**src/verilog/maze_game_pkg.sv**
```systemverilog
package maze_game_pkg;

    // ------------------------------
    // Play states
    // ------------------------------
    typedef enum logic [2:0]
    {
        state_menu,
        state_level_1,
        state_level_2,
        state_level_3,
        state_game_over,
        state_scary
    } game_state_e;

    // ------------------------------
    // Decoded button commands
    // ------------------------------
    typedef enum logic [1:0]
    {
        cmd_none,
        cmd_start,
        cmd_restart
    } game_cmd_e;

    // Starting level, 0 to LAST_LEVEL
    typedef logic [1:0] level_t;
    typedef logic [1:0] lives_t;

    localparam lives_t INIT_LIVES = 2'd3;
    localparam level_t LAST_LEVEL = 2'd2;

endpackage

```
**src/verilog/vga_pkg.sv**
```systemverilog
package vga_pkg;

    // One bit per channel, R G B
    typedef logic [2:0] rgb_t;
    typedef logic [9:0] pixel_coord_t;

    // ------------------------------
    // Pixel clock divider
    // ------------------------------
    localparam int TICK_DIV = 4;
    localparam int TICK_W = $clog2(TICK_DIV);
    typedef logic [TICK_W-1:0] tick_cnt_t;

    // ------------------------------
    // Horizontal timing, in pixels
    // ------------------------------
    localparam int H_DISPLAY = 640;
    localparam int H_FRONT = 16;
    localparam int H_SYNC = 96;
    localparam int H_BACK = 48;
    localparam int H_TOTAL = H_DISPLAY + H_FRONT + H_SYNC + H_BACK;

    // ------------------------------
    // Vertical timing, in lines
    // ------------------------------
    localparam int V_DISPLAY = 480;
    localparam int V_FRONT = 10;
    localparam int V_SYNC = 2;
    localparam int V_BACK = 33;
    localparam int V_TOTAL = V_DISPLAY + V_FRONT + V_SYNC + V_BACK;

endpackage

```
**src/verilog/game_fsm.sv**
```systemverilog
`timescale 1ns/1ns

module game_fsm
(
    input  logic                       clk,
    input  logic                       reset,
    input  maze_game_pkg::game_cmd_e   cmd_i,
    input  maze_game_pkg::level_t      level_sel_i,
    input  logic                       collide_i,
    input  logic                       goal_i,
    output maze_game_pkg::game_state_e game_state_o,
    output maze_game_pkg::lives_t      lives_o,
    output logic                       pointer_restart_o
);

    maze_game_pkg::game_state_e state_q;
    maze_game_pkg::game_state_e state_d;
    maze_game_pkg::game_state_e start_state;
    maze_game_pkg::lives_t lives_q;
    maze_game_pkg::lives_t lives_d;
    logic restart_q;
    logic restart_d;

    // Entry level picked in the menu
    always_comb
    begin
        case (level_sel_i)
            2'd0: start_state = maze_game_pkg::state_level_1;
            2'd1: start_state = maze_game_pkg::state_level_2;
            default: start_state = maze_game_pkg::state_level_3;
        endcase
    end

    // ------------------------------
    // Next state and lives
    // ------------------------------
    always_comb
    begin
        state_d = state_q;
        lives_d = lives_q;
        restart_d = 1'b0;
        // Decoder only issues start from the menu
        if (cmd_i == maze_game_pkg::cmd_start)
        begin
            state_d = start_state;
            restart_d = 1'b1;
        end
        else
        begin
            case (state_q)
                maze_game_pkg::state_level_1,
                maze_game_pkg::state_level_2,
                maze_game_pkg::state_level_3:
                begin
                    if (goal_i)
                    begin
                        // Goal beats a collision in the same cycle
                        case (state_q)
                            maze_game_pkg::state_level_1: state_d = maze_game_pkg::state_level_2;
                            maze_game_pkg::state_level_2: state_d = maze_game_pkg::state_level_3;
                            default: state_d = maze_game_pkg::state_scary;
                        endcase
                    end
                    else if (collide_i)
                    begin
                        lives_d = lives_q - 1'b1;
                        // Last life gone
                        if (lives_q == 2'd1)
                            state_d = maze_game_pkg::state_game_over;
                    end
                    restart_d = goal_i | collide_i | (cmd_i == maze_game_pkg::cmd_restart);
                end
                // Menu waits for start, end screens hold until reset
                default:
                    state_d = state_q;
            endcase
        end
    end

    always_ff @(posedge clk)
    begin
        if (reset)
        begin
            state_q <= maze_game_pkg::state_menu;
            lives_q <= maze_game_pkg::INIT_LIVES;
            restart_q <= 1'b0;
        end
        else
        begin
            state_q <= state_d;
            lives_q <= lives_d;
            restart_q <= restart_d;
        end
    end

    assign game_state_o = state_q;
    assign lives_o = lives_q;
    assign pointer_restart_o = restart_q;

endmodule

```
**src/verilog/layer_select.sv**
```systemverilog
`timescale 1ns/1ns

module layer_select
(
    input  logic                       clk,
    input  logic                       reset,
    input  logic                       pixel_tick_i,
    input  logic                       video_on_i,
    input  maze_game_pkg::game_state_e game_state_i,
    input  vga_pkg::rgb_t              title_rgb_i,
    input  vga_pkg::rgb_t              menu_rgb_i,
    input  vga_pkg::rgb_t              hud_rgb_i,
    input  vga_pkg::rgb_t              maze_rgb_i,
    input  vga_pkg::rgb_t              pointer_rgb_i,
    input  vga_pkg::rgb_t              gameover_rgb_i,
    input  vga_pkg::rgb_t              final_rgb_i,
    input  logic                       menu_on_i,
    input  logic                       maze_on_i,
    input  logic                       pointer_on_i,
    output vga_pkg::rgb_t              rgb_o
);

    vga_pkg::rgb_t layer_rgb;
    vga_pkg::rgb_t pix_q;
    vga_pkg::rgb_t rgb_q;

    // ------------------------------
    // Layer priority per state
    // ------------------------------
    always_comb
    begin
        case (game_state_i)
            // Menu text over the title picture
            maze_game_pkg::state_menu:
                layer_rgb = menu_on_i ? menu_rgb_i : title_rgb_i;
            maze_game_pkg::state_level_1,
            maze_game_pkg::state_level_2,
            maze_game_pkg::state_level_3:
            begin
                // Pointer, then walls, then lives panel
                if (pointer_on_i)
                    layer_rgb = pointer_rgb_i;
                else if (maze_on_i)
                    layer_rgb = maze_rgb_i;
                else
                    layer_rgb = hud_rgb_i;
            end
            maze_game_pkg::state_game_over:
                layer_rgb = gameover_rgb_i;
            maze_game_pkg::state_scary:
                layer_rgb = final_rgb_i;
            default:
                layer_rgb = '0;
        endcase
    end

    // Sample once per pixel, blank outside the display area
    always_ff @(posedge clk)
    begin
        if (reset)
        begin
            pix_q <= '0;
            rgb_q <= '0;
        end
        else
        begin
            if (pixel_tick_i)
                pix_q <= layer_rgb;
            rgb_q <= video_on_i ? pix_q : '0;
        end
    end

    assign rgb_o = rgb_q;

endmodule

```
**src/verilog/menu_decode.sv**
```systemverilog
`timescale 1ns/1ns

module menu_decode
(
    input  logic                      clk,
    input  logic                      reset,
    input  logic                      btn_next_i,
    input  logic                      btn_up_i,
    input  logic                      btn_down_i,
    input  logic                      btn_control_i,
    input  maze_game_pkg::game_state_e game_state_i,
    output maze_game_pkg::level_t      level_sel_o,
    output maze_game_pkg::game_cmd_e   cmd_o
);

    maze_game_pkg::level_t level_q;

    // ------------------------------
    // Level selection cursor
    // ------------------------------
    always_ff @(posedge clk)
    begin
        if (reset)
            level_q <= '0;
        else if (game_state_i == maze_game_pkg::state_menu)
        begin
            // Up wins when both strobes coincide
            if (btn_up_i)
                level_q <= (level_q == maze_game_pkg::LAST_LEVEL) ? '0 : level_q + 1'b1;
            else if (btn_down_i)
                level_q <= (level_q == '0) ? maze_game_pkg::LAST_LEVEL : level_q - 1'b1;
        end
    end

    assign level_sel_o = level_q;

    // ------------------------------
    // Command decode
    // ------------------------------
    always_comb
    begin
        cmd_o = maze_game_pkg::cmd_none;
        case (game_state_i)
            maze_game_pkg::state_menu:
                if (btn_next_i)
                    cmd_o = maze_game_pkg::cmd_start;
            // Control puts the pointer back during play
            maze_game_pkg::state_level_1,
            maze_game_pkg::state_level_2,
            maze_game_pkg::state_level_3:
                if (btn_control_i)
                    cmd_o = maze_game_pkg::cmd_restart;
            default:
                cmd_o = maze_game_pkg::cmd_none;
        endcase
    end

endmodule

```
**src/verilog/scary_maze_top.sv**
```systemverilog
`timescale 1ns/1ns

module scary_maze_top
(
    input  logic                       clk,
    input  logic                       reset,
    input  logic                       btn_next_i,
    input  logic                       btn_up_i,
    input  logic                       btn_down_i,
    input  logic                       btn_control_i,
    input  logic                       collide_i,
    input  logic                       goal_i,
    input  vga_pkg::rgb_t              title_rgb_i,
    input  vga_pkg::rgb_t              menu_rgb_i,
    input  vga_pkg::rgb_t              hud_rgb_i,
    input  vga_pkg::rgb_t              maze_rgb_i,
    input  vga_pkg::rgb_t              pointer_rgb_i,
    input  vga_pkg::rgb_t              gameover_rgb_i,
    input  vga_pkg::rgb_t              final_rgb_i,
    input  logic                       menu_on_i,
    input  logic                       maze_on_i,
    input  logic                       pointer_on_i,
    output vga_pkg::rgb_t              rgb_o,
    output logic                       hsync_o,
    output logic                       vsync_o,
    output maze_game_pkg::game_state_e game_state_o,
    output maze_game_pkg::lives_t      lives_o,
    output maze_game_pkg::level_t      level_sel_o,
    output logic                       pointer_restart_o
);

    logic pixel_tick;
    logic video_on;
    maze_game_pkg::game_cmd_e cmd;
    maze_game_pkg::level_t level_sel;
    maze_game_pkg::game_state_e game_state;

    // ------------------------------
    // Timing and control
    // ------------------------------
    vga_timing vga_timing_i
    (
        .clk          (clk),
        .reset        (reset),
        .pixel_tick_o (pixel_tick),
        .video_on_o   (video_on),
        .hsync_o      (hsync_o),
        .vsync_o      (vsync_o)
    );

    menu_decode menu_decode_i
    (
        .clk           (clk),
        .reset         (reset),
        .btn_next_i    (btn_next_i),
        .btn_up_i      (btn_up_i),
        .btn_down_i    (btn_down_i),
        .btn_control_i (btn_control_i),
        .game_state_i  (game_state),
        .level_sel_o   (level_sel),
        .cmd_o         (cmd)
    );

    game_fsm game_fsm_i
    (
        .clk               (clk),
        .reset             (reset),
        .cmd_i             (cmd),
        .level_sel_i       (level_sel),
        .collide_i         (collide_i),
        .goal_i            (goal_i),
        .game_state_o      (game_state),
        .lives_o           (lives_o),
        .pointer_restart_o (pointer_restart_o)
    );

    // ------------------------------
    // Pixel output
    // ------------------------------
    layer_select layer_select_i
    (
        .clk            (clk),
        .reset          (reset),
        .pixel_tick_i   (pixel_tick),
        .video_on_i     (video_on),
        .game_state_i   (game_state),
        .title_rgb_i    (title_rgb_i),
        .menu_rgb_i     (menu_rgb_i),
        .hud_rgb_i      (hud_rgb_i),
        .maze_rgb_i     (maze_rgb_i),
        .pointer_rgb_i  (pointer_rgb_i),
        .gameover_rgb_i (gameover_rgb_i),
        .final_rgb_i    (final_rgb_i),
        .menu_on_i      (menu_on_i),
        .maze_on_i      (maze_on_i),
        .pointer_on_i   (pointer_on_i),
        .rgb_o          (rgb_o)
    );

    // State and level go out to the picture generators
    assign game_state_o = game_state;
    assign level_sel_o = level_sel;

endmodule

```
**src/verilog/vga_timing.sv**
```systemverilog
`timescale 1ns/1ns

module vga_timing
(
    input  logic clk,
    input  logic reset,
    output logic pixel_tick_o,
    output logic video_on_o,
    output logic hsync_o,
    output logic vsync_o
);

    vga_pkg::tick_cnt_t tick_cnt;
    vga_pkg::pixel_coord_t h_count;
    vga_pkg::pixel_coord_t v_count;
    logic tick;
    logic h_last;
    logic v_last;

    // ------------------------------
    // Pixel tick divider
    // ------------------------------
    // One tick on the last count of each divide period
    assign tick = (tick_cnt == vga_pkg::tick_cnt_t'(vga_pkg::TICK_DIV - 1));

    always_ff @(posedge clk)
    begin
        if (reset)
            tick_cnt <= '0;
        else if (tick)
            tick_cnt <= '0;
        else
            tick_cnt <= tick_cnt + 1'b1;
    end

    // ------------------------------
    // Column and row counters
    // ------------------------------
    assign h_last = (h_count == vga_pkg::pixel_coord_t'(vga_pkg::H_TOTAL - 1));
    assign v_last = (v_count == vga_pkg::pixel_coord_t'(vga_pkg::V_TOTAL - 1));

    always_ff @(posedge clk)
    begin
        if (reset)
        begin
            h_count <= '0;
            v_count <= '0;
        end
        else if (tick)
        begin
            // Row steps once per finished line
            if (h_last)
            begin
                h_count <= '0;
                v_count <= v_last ? '0 : v_count + 1'b1;
            end
            else
                h_count <= h_count + 1'b1;
        end
    end

    // Sync pulses active low, inside the blanking interval
    assign hsync_o = ~((h_count >= vga_pkg::pixel_coord_t'(vga_pkg::H_DISPLAY + vga_pkg::H_FRONT))
        && (h_count < vga_pkg::pixel_coord_t'(vga_pkg::H_DISPLAY + vga_pkg::H_FRONT
        + vga_pkg::H_SYNC)));
    assign vsync_o = ~((v_count >= vga_pkg::pixel_coord_t'(vga_pkg::V_DISPLAY + vga_pkg::V_FRONT))
        && (v_count < vga_pkg::pixel_coord_t'(vga_pkg::V_DISPLAY + vga_pkg::V_FRONT
        + vga_pkg::V_SYNC)));

    // Visible area only
    assign video_on_o = (h_count < vga_pkg::pixel_coord_t'(vga_pkg::H_DISPLAY))
        && (v_count < vga_pkg::pixel_coord_t'(vga_pkg::V_DISPLAY));
    assign pixel_tick_o = tick;

endmodule
```
**config.mk**
```make
export PLATFORM = sky130hd
export DESIGN_NAME = scary_maze_top
export DESIGN_NICKNAME = d
export VERILOG_FILES = /design/src/verilog/maze_game_pkg.sv /design/src/verilog/vga_pkg.sv /design/src/verilog/game_fsm.sv /design/src/verilog/layer_select.sv /design/src/verilog/menu_decode.sv /design/src/verilog/scary_maze_top.sv /design/src/verilog/vga_timing.sv
export SDC_FILE = /design/constraint.sdc
export NUM_CORES = 1
export LEC_CHECK = 0
export BUFFER_PORTS_ARGS = -buffer_cell sky130_fd_sc_hd__buf_4
export CAP_MARGIN = 5
export CORE_MARGIN = 5
export CORE_UTILIZATION = 54
export DETAILED_ROUTE_END_ITERATION = 7
export GPL_TIMING_DRIVEN = 0
export PLACE_DENSITY = 0.85
export SETUP_SLACK_MARGIN = 0.2
export SYNTH_ARGS = -nofsm -noshare
export SYNTH_HDL_FRONTEND = slang
export SYNTH_SLANG_ARGS = --single-unit
```
**constraint.sdc**
```tcl
create_clock -name clk -period 2 [get_ports clk]
set_input_delay 0.4 -clock clk [delete_from_list [all_inputs] [get_ports clk]]
set_output_delay 0.4 -clock clk [all_outputs]
set_load 0.005 [all_outputs]
```
==> reports/metrics.yaml, run 1 <==
clk_path_buf_depth: 2
detailedRoute.firstIterationViolations: 157
synth_compound_gate_area_share: 0.0860
timing.final.hold_violations: 0
final_max_slew_viol_count: 0
critical_path.endpoint_type: "output pin"
leading_cell_type_by_number_of_instances_after_synthesis: "sky130_fd_sc_hd__dfxtp_1"
worst_slew_pin_slew_ns: 0.624
clock_insertion_delay_worst_skew_ns: 0.30
cts_root_buffer: "sky130_fd_sc_hd__clkbuf_8"
synth.cell_area_um2: 2010
power.density_nw_per_um2: 836
fp.dieH_um: 71.0
wl_met3_um: 296
numPortBuffers: 44
route.met2.wl_um: 2580
grt_first_pass_wirelength_um: 7910
place_congestion: 0.838
post_synth.cell_area_avg_um2: 9.01
synth_top_family_by_area: "simple AND/OR/NAND/NOR gates"
reg2regPathDepth: 5
worst_r2r_endpoint: "vga_timing_i.v_count[2]"
areaGrowthSynthToFinish_pct: 32.9
final.min_clock_period_ns: 1.90
worst-endpoint-required_ns: 1.60
hold_start: "btn_control_i"
final.setup_skew_ns: 0.00664
hold-path-cell-count: 5
maxSlewHeadroom: 0.580
synth_flop_cell: "sky130_fd_sc_hd__dfxtp_1"
crit_path_max_fanout: 3
drt_first_pass_iters: 4
ff2ff_setup_slack_ns: 0.28
num_antenna_cells: 0
criticalPathCategory: "register to output pin"
synth_simple_gate_area_frac: 0.283
min_delay_worst_endpoint: "game_fsm_i.pointer_restart_o"
nNetsFinal: 323
arrival_ns: 1.50
grt_start_max_net_pins: 12
core_area_um2: 3630
start_kind: "register"
drive_gt1_frac: 0.320
via_count: 1923
place_inst: 315
vias_per_cell: 5.84
tritoncts: "yes"
instances_no_fill: 329
adder_and_majority_cell_fraction_of_the_synthesized_area: 0.0685
finalCritPeriodShare: 0.951
h-tree-depth: 2
total_neg_setup_slack_ns: 0
drt_drc_violations_left: 0
grt_antenna_before_repair: 0
synth.largest_area_cell: "sky130_fd_sc_hd__dfxtp_1"
drt-total-wl_um: 5110
hold_path.class: "input pin to register"
grt_setup_unrepaired: "yes"
initial_core_util: 0.553
synth-edff-count: 0
synth-async-reset-ratio: 0
ioPinCount: 45
outcome: "finished, final reports clean"
max-cap-violations: 0
yosys.area.top_type_share: 0.359
full_die_area_um2: 5040
place_hpwl_um: 3280
synth_cell_types: 40
postSynthCellCount: 223
post_cts_hold_buffer_count: 0
core.rowCount: 22
ys_seq_elements: 36
globalRoute.totalOverflow: 0
sequential_area_share_after_synthesis: 0.359
die-width_um: 71.0
track_usage: 0.197
p_leak_nw: 1.11
post_synth_most_frequent_cells: "sky130_fd_sc_hd__dfxtp_1, sky130_fd_sc_hd__nor2_1, sky130_fd_sc_hd__nor3_1, sky130_fd_sc_hd__inv_1, sky130_fd_sc_hd__nand3_1"
xor_xnor_share_of_the_synthesized_area: 0.0698
worst_ir_drop_vdd_uv: 602
regToRegStartpoint: "vga_timing_i.h_count[0]"
fillCellCount: 265
clk_pin_slew_ns: 0.07
top_layer_used: "met4"
yosysWarningCount: 0
cts_buffers: 5
post_route_antenna_net_violation_count: 0
met1_routed_wirelength_after_detailed_routing_um: 2010
number_of_global_route_vias_before_repair: 1816
finalSetupViolCount: 0
clock_sinks: 36
fmax_ghz: 0.526
mappedNetlistNets: 266
synth.area.top_cells: "sky130_fd_sc_hd__dfxtp_1, sky130_fd_sc_hd__ha_1, sky130_fd_sc_hd__mux2_2"
synthMuxAreaShare: 0.0903
wl_per_cell_um: 15.5
==> through the flow <==
stage | utilization | cell area (um2) | hold slack (ns) | worst slack (ns) | total power, W
final | 0.735 | 2670 | 0.440 | 0.0984 | 0.00223
after global routing | 0.735 | 2670 | 0.459 | 0.0669 | 0.00235
after CTS | 0.712 | 2590 | 0.437 | 0.0752 | 0.00223
after detailed placement | 0.660 | 2400 | 0.426 | 0.0994 | 0.00151
after global placement | 0.660 | 2400 | 0.414 | 0.0975 | 0.00149
after floorplan | - | 2010 | 0.404 | 0.339 | 0.00127
==> sequential cells by signal (all words and copies together), names as in the netlist <==
| signal | count |
|---|---|
| game_fsm_i.game_state_o | 3 |
| game_fsm_i.lives_o | 2 |
| game_fsm_i.pointer_restart_o | 1 |
| layer_select_i.pix_q | 3 |
| layer_select_i.rgb_o | 3 |
| menu_decode_i.level_sel_o | 2 |
| vga_timing_i.h_count | 10 |
| vga_timing_i.tick_cnt | 2 |
| vga_timing_i.v_count | 10 |
==> repair_timing <==
action | in CTS | in global routing
setup buffers | 5 | 1
setup endpoints to repair | 2 | 16
resized for setup | 8 | 19
pin swaps | 1 | 3
hold endpoints to repair | 0 | 0
==> power by group <==
group	switching, W	internal (W)
registers	0.0000623	0.000789
clock network	0.000270	0.000440
logic	0.000351	0.000320
total	0.000684	0.00155
==> final cells by class <==
class	instances	area, um2	share of cell area
timing repair buffer	50	379	0.142
sequential	36	729	0.273
inverter	13	48.8	0.0183
multi-input combinational	164	1270	0.476
clock buffer	7	96.3	0.0361
buffer	10	55.1	0.0206
tap	48	60.1	0.0225
clock inverter	1	30.0	0.0113
==> critical path, cell delays in order, from the launching register on <==
cell and delay (ns):
sky130_fd_sc_hd__dfxtp_4 0.35, sky130_fd_sc_hd__buf_4 0.13, sky130_fd_sc_hd__and3_4 0.17, sky130_fd_sc_hd__or4_4 0.42, sky130_fd_sc_hd__buf_6 0.13
==> cell families (layout without fill, tap and decap cells) <==
| kind of cell | after synthesis | count (layout) |
|---|---|---|
| buffers and inverters | 23 | 81 |
| adders and majority gates | 11 | 11 |
| DFF | 36 | 36 |
| and+or+nand+nor | 96 | 96 |
| AOI/OAI and AO/OA | 24 | 24 |
| xor gates and xnor gates | 16 | 16 |
| muxes | 17 | 17 |
==> per-layer routing <==
metal | up-vias | track usage
met3 | 22 | 0.0540
met2 | 74 | 0.350
met5 | - | 0
met1 | 908 | 0.205
li1 | 919 | -
met4 | 0 | 0.117
==> cells in the final DEF (no fill, tap or decap), drive strengths merged <==
master | netlist | final
mux2 | 9 | 9
mux2i | 8 | 8
a31oi | 1 | 1
a2111oi | 1 | 1
nand3b | 1 | 1
nor4b | 2 | 2
ha | 11 | 11
nand4b | 1 | 1
dfxtp | 36 | 36
a221o | 3 | 3
nor4 | 8 | 8
o211ai | 1 | 1
o21bai | 2 | 2
or2 | 1 | 1
a21oi | 5 | 5
xnor2 | 9 | 9
nand4 | 6 | 6
clkbuf | 6 | 13
bufinv | 0 | 1
nor3 | 15 | 15
a211oi | 2 | 2
and3 | 2 | 2
nand2b | 2 | 2
o21ai | 7 | 7
inv | 13 | 13
nor3b | 4 | 4
nor2 | 25 | 25
or4 | 2 | 2
nand2 | 8 | 8
nand4bb | 2 | 2
buf | 4 | 54
xor2 | 7 | 7
nand3 | 12 | 12
and4 | 3 | 3
or3 | 2 | 2
o211a | 2 | 2
==> how the worst max path moves through the flow <==
stage / cells past startpoint / slack (ns) / to / from
global placement: 5 / 0.1 / hsync_o / vga_timing_i.h_count[5]
finish: 4 / 0.1 / hsync_o / vga_timing_i.h_count[6]
floorplan: 4 / 0.34 / hsync_o / vga_timing_i.h_count[5]
global route: 5 / 0.07 / hsync_o / vga_timing_i.h_count[6]
detailed placement: 5 / 0.1 / hsync_o / vga_timing_i.h_count[5]
CTS: 5 / 0.08 / hsync_o / vga_timing_i.h_count[6]
(Power assumes the default switching activity.)
==> run 2, diff against run 1 <==
--- a/config.mk
+++ b/config.mk
@@ -5,13 +5,15 @@
 export SDC_FILE = /design/constraint.sdc
 export NUM_CORES = 1
 export LEC_CHECK = 0
+export ABC_AREA = 1
 export BUFFER_PORTS_ARGS = -buffer_cell sky130_fd_sc_hd__buf_4
 export CAP_MARGIN = 5
+export CORE_ASPECT_RATIO = 0.6
 export CORE_MARGIN = 5
 export CORE_UTILIZATION = 54
 export DETAILED_ROUTE_END_ITERATION = 7
 export GPL_TIMING_DRIVEN = 0
-export PLACE_DENSITY = 0.85
+export PLACE_DENSITY = 0.84
 export SETUP_SLACK_MARGIN = 0.2
 export SYNTH_ARGS = -nofsm -noshare
 export SYNTH_HDL_FRONTEND = slang
==> run 2 against run 1 <==
Flip-flop and latch count did not move. Hold slack got worse by 0.11 ns. Non-clock buffer count fell by 11. Power rose by 11%. Wire length rose by 3.1%. Critical path depth fell by 1.
==> reports/metrics.yaml, run 2 <==
synth-edff-count: 0
outcome: "finished, final reports clean"
core.rowCount: 17
post_synth_most_frequent_cells: "sky130_fd_sc_hd__nand2_1, sky130_fd_sc_hd__nor2_1, sky130_fd_sc_hd__inv_1, sky130_fd_sc_hd__dfxtp_1, sky130_fd_sc_hd__nand3_1"
vias_per_cell: 5.01
maxSlewHeadroom: 0.653
ordered_list_of_cells_on_the_worst_path: "nand4_1, or3_1, buf_4"
worst-endpoint-required_ns: 1.60
worst_slew_pin_slew_ns: 0.521
grt_start_max_net_pins: 12
post-route-util: 0.714
hold-path-cell-count: 3
synth.cell_area_um2: 2160
cts_root_buffer: "sky130_fd_sc_hd__clkbuf_8"
post_route_antenna_net_violation_count: 0
start_kind: "register"
final_max_slew_viol_count: 0
nNetsFinal: 420
place_congestion: 0.894
p_sw_w: 0.000860
cts_buffers: 5
min_delay_worst_endpoint: "game_fsm_i.pointer_restart_o"
max-cap-violations: 0
worst_ir_drop_vdd_uv: 884
worst_r2r_endpoint: "vga_timing_i.v_count[6]"
final.min_clock_period_ns: 1.72
most-common-layout-cells: "sky130_fd_sc_hd__nand2_1, sky130_fd_sc_hd__nor2_1, sky130_fd_sc_hd__inv_1"
largest_registers: "vga_timing_i.h_count x10, vga_timing_i.v_count x10"
fmax_ghz: 0.580
leading_cell_type_by_number_of_instances_after_synthesis: "sky130_fd_sc_hd__nand2_1"
number_of_global_route_vias_before_repair: 1967
ioPinCount: 45
synth.area.top_cells: "sky130_fd_sc_hd__dfxtp_1, sky130_fd_sc_hd__nand2_1, sky130_fd_sc_hd__nor2_1"
yosys.area.top_type_share: 0.333
drt_drc_violations_left: 0
globalRoute.totalOverflow: 0
numPortBuffers: 43
clock_sinks: 36
drt-total-wl_um: 5260
core_area_um2: 3760
groute.layer.met1.usage: 0.296
num_antenna_cells: 0
critical_path.endpoint_type: "output pin"
fp.dieH_um: 59.0
sequential_area_share_after_synthesis: 0.333
finalSetupViolCount: 0
clk_path_buf_depth: 2
crit_path_max_fanout: 6
grt_antenna_before_repair: 0
post_synth.cell_area_avg_um2: 6.64
cp_slowest_cell: "sky130_fd_sc_hd__dfxtp_2"
arrival_ns: 1.32
global_route.usage.met3: 0.0558
h-tree-depth: 2
p_leak_nw: 1.29
globalRouteMet2Util: 0.295
ys_seq_elements: 36
place_hpwl_um: 4030
power.density_nw_per_um2: 919
areaGrowthSynthToFinish_pct: 24.2
drt_first_pass_iters: 5
final.setup_skew_ns: 0.00600
initial_core_util: 0.575
die-width_um: 91.7
grt_setup_unrepaired: "no"
grt_first_pass_wirelength_um: 8860
synth.largest_area_cell: "sky130_fd_sc_hd__dfxtp_1"
full_die_area_um2: 5410
global_route.peak_usage_layer: "met1"
totalPowerFinal_w: 0.00247
timing.final.hold_violations: 0
tritoncts: "yes"
detailedRoute.firstIterationViolations: 164
regToRegStartpoint: "vga_timing_i.tick_cnt[0]"
sequential_cell_area_um2: 726
power_frac_clock: 0.289
reg2regPathDepth: 7
track_usage: 0.205
multi_input_combinational_cell_area_um2: 1230
ff2ff_setup_slack_ns: 0.35
synth_cell_types: 29
clock_insertion_delay_worst_skew_ns: 0.30
via_count: 2131
wl_per_cell_um: 12.4
criticalPathCategory: "register to output pin"
post_cts_hold_buffer_count: 0
fin_worst_hold_slack_ns: 0.332
power.internal_w: 0.00161
synth-async-reset-ratio: 0
postSynthCellCount: 326
fillCellCount: 317
clk_pin_slew_ns: 0.08
mappedNetlistNets: 369
share_comb_of_total_power: 0.363
drive_gt1_frac: 0.206
layout_commonest_cell: "sky130_fd_sc_hd__nand2_1"
synth_flop_cell: "sky130_fd_sc_hd__dfxtp_1"
total_neg_setup_slack_ns: 0
finalCritPeriodShare: 0.861
power.share.switching: 0.348
max_stage_delay_ns: 0.38
part_of_the_power_in_registers: 0.349
hold_start: "btn_control_i"
yosysWarningCount: 0
hold_path.class: "input pin to register"
[run 2: layout make-up]
type / instances / share of cell area
tap: 47 / 0.0219
buffer: 5 / 0.0140
inverter: 48 / 0.0670
clock inverter: 1 / 0.0112
multi-input combinational: 237 / 0.457
sequential: 36 / 0.270
clock buffer: 7 / 0.0358
timing repair buffer: 44 / 0.123
[run 2: stage by stage]
| step | cell area [um2] | setup slack [ns] | std cells |
|---|---|---|---|
| 5_1_grt | 2690 | 0.208 | 425 |
| 4_1_cts | 2680 | 0.241 | 425 |
| 3_3_place_gp | 2540 | 0.394 | 416 |
| 2_1_floorplan | 2160 | 0.656 | 326 |
| 6_report | 2690 | 0.277 | 425 |
| 3_5_place_dp | 2540 | 0.380 | 416 |
[run 2: layer usage]
layer | vias to the layer above | part of all wire
met1 | 930 | 0.50
met5 | - | 0
met2 | 75 | 0.40
li1 | 1121 | -
met3 | 5 | 0.093
met4 | 0 | 0.0055
[run 2: cell families after synthesis]
family	count (synthesis)	share of synthesized area
DFF	36	0.333
buffers and inverters	53	0.101
muxes	1	0.00520
adders and majority gates	11	0.0636
AOI/OAI and AO/OA	19	0.0486
and+or+nand+nor	200	0.425
xor gates and xnor gates	6	0.0243
[run 2: worst max path at each step]
stage / start / endpoint / slack [ns] / cells after the start
2_1_floorplan: vga_timing_i.tick_cnt[0] / vga_timing_i.v_count[6] / 0.66 / 7
3_3_place_gp: reset / vga_timing_i.v_count[4] / 0.39 / 4
3_5_place_dp: reset / vga_timing_i.v_count[9] / 0.38 / 4
4_1_cts: vga_timing_i.v_count[5] / vsync_o / 0.24 / 3
5_1_grt: vga_timing_i.v_count[2] / vsync_o / 0.21 / 4
6_report: vga_timing_i.v_count[5] / vsync_o / 0.28 / 3
[run 2: power groups by stage]
| stage | Clock (W) | Sequential, W | Combinational [W] |
|---|---|---|---|
| 2_1_floorplan | 0 | 0.000874 | 0.000610 |
| 3_3_place_gp | 0 | 0.000877 | 0.000874 |
| 3_5_place_dp | 0 | 0.000879 | 0.000890 |
| 4_1_cts | 0.000719 | 0.000863 | 0.000896 |
| 5_1_grt | 0.000758 | 0.000873 | 0.00100 |
| 6_report | 0.000713 | 0.000862 | 0.000896 |
[run 2: critical path, delay by kind of cell (launching register included)]
| kind | cells | cell delay (ns) |
|---|---|---|
| simple gates | 2 | 0.51 |
| flops | 1 | 0.38 |
| buf+inv | 1 | 0.14 |
[run 2: what timing repair did]
item	CTS	global route
pin swaps	1	0
buffers inserted	1	0
resized for setup	0	6
setup endpoints to repair	1	3
endpoints found under the hold margin	0	0
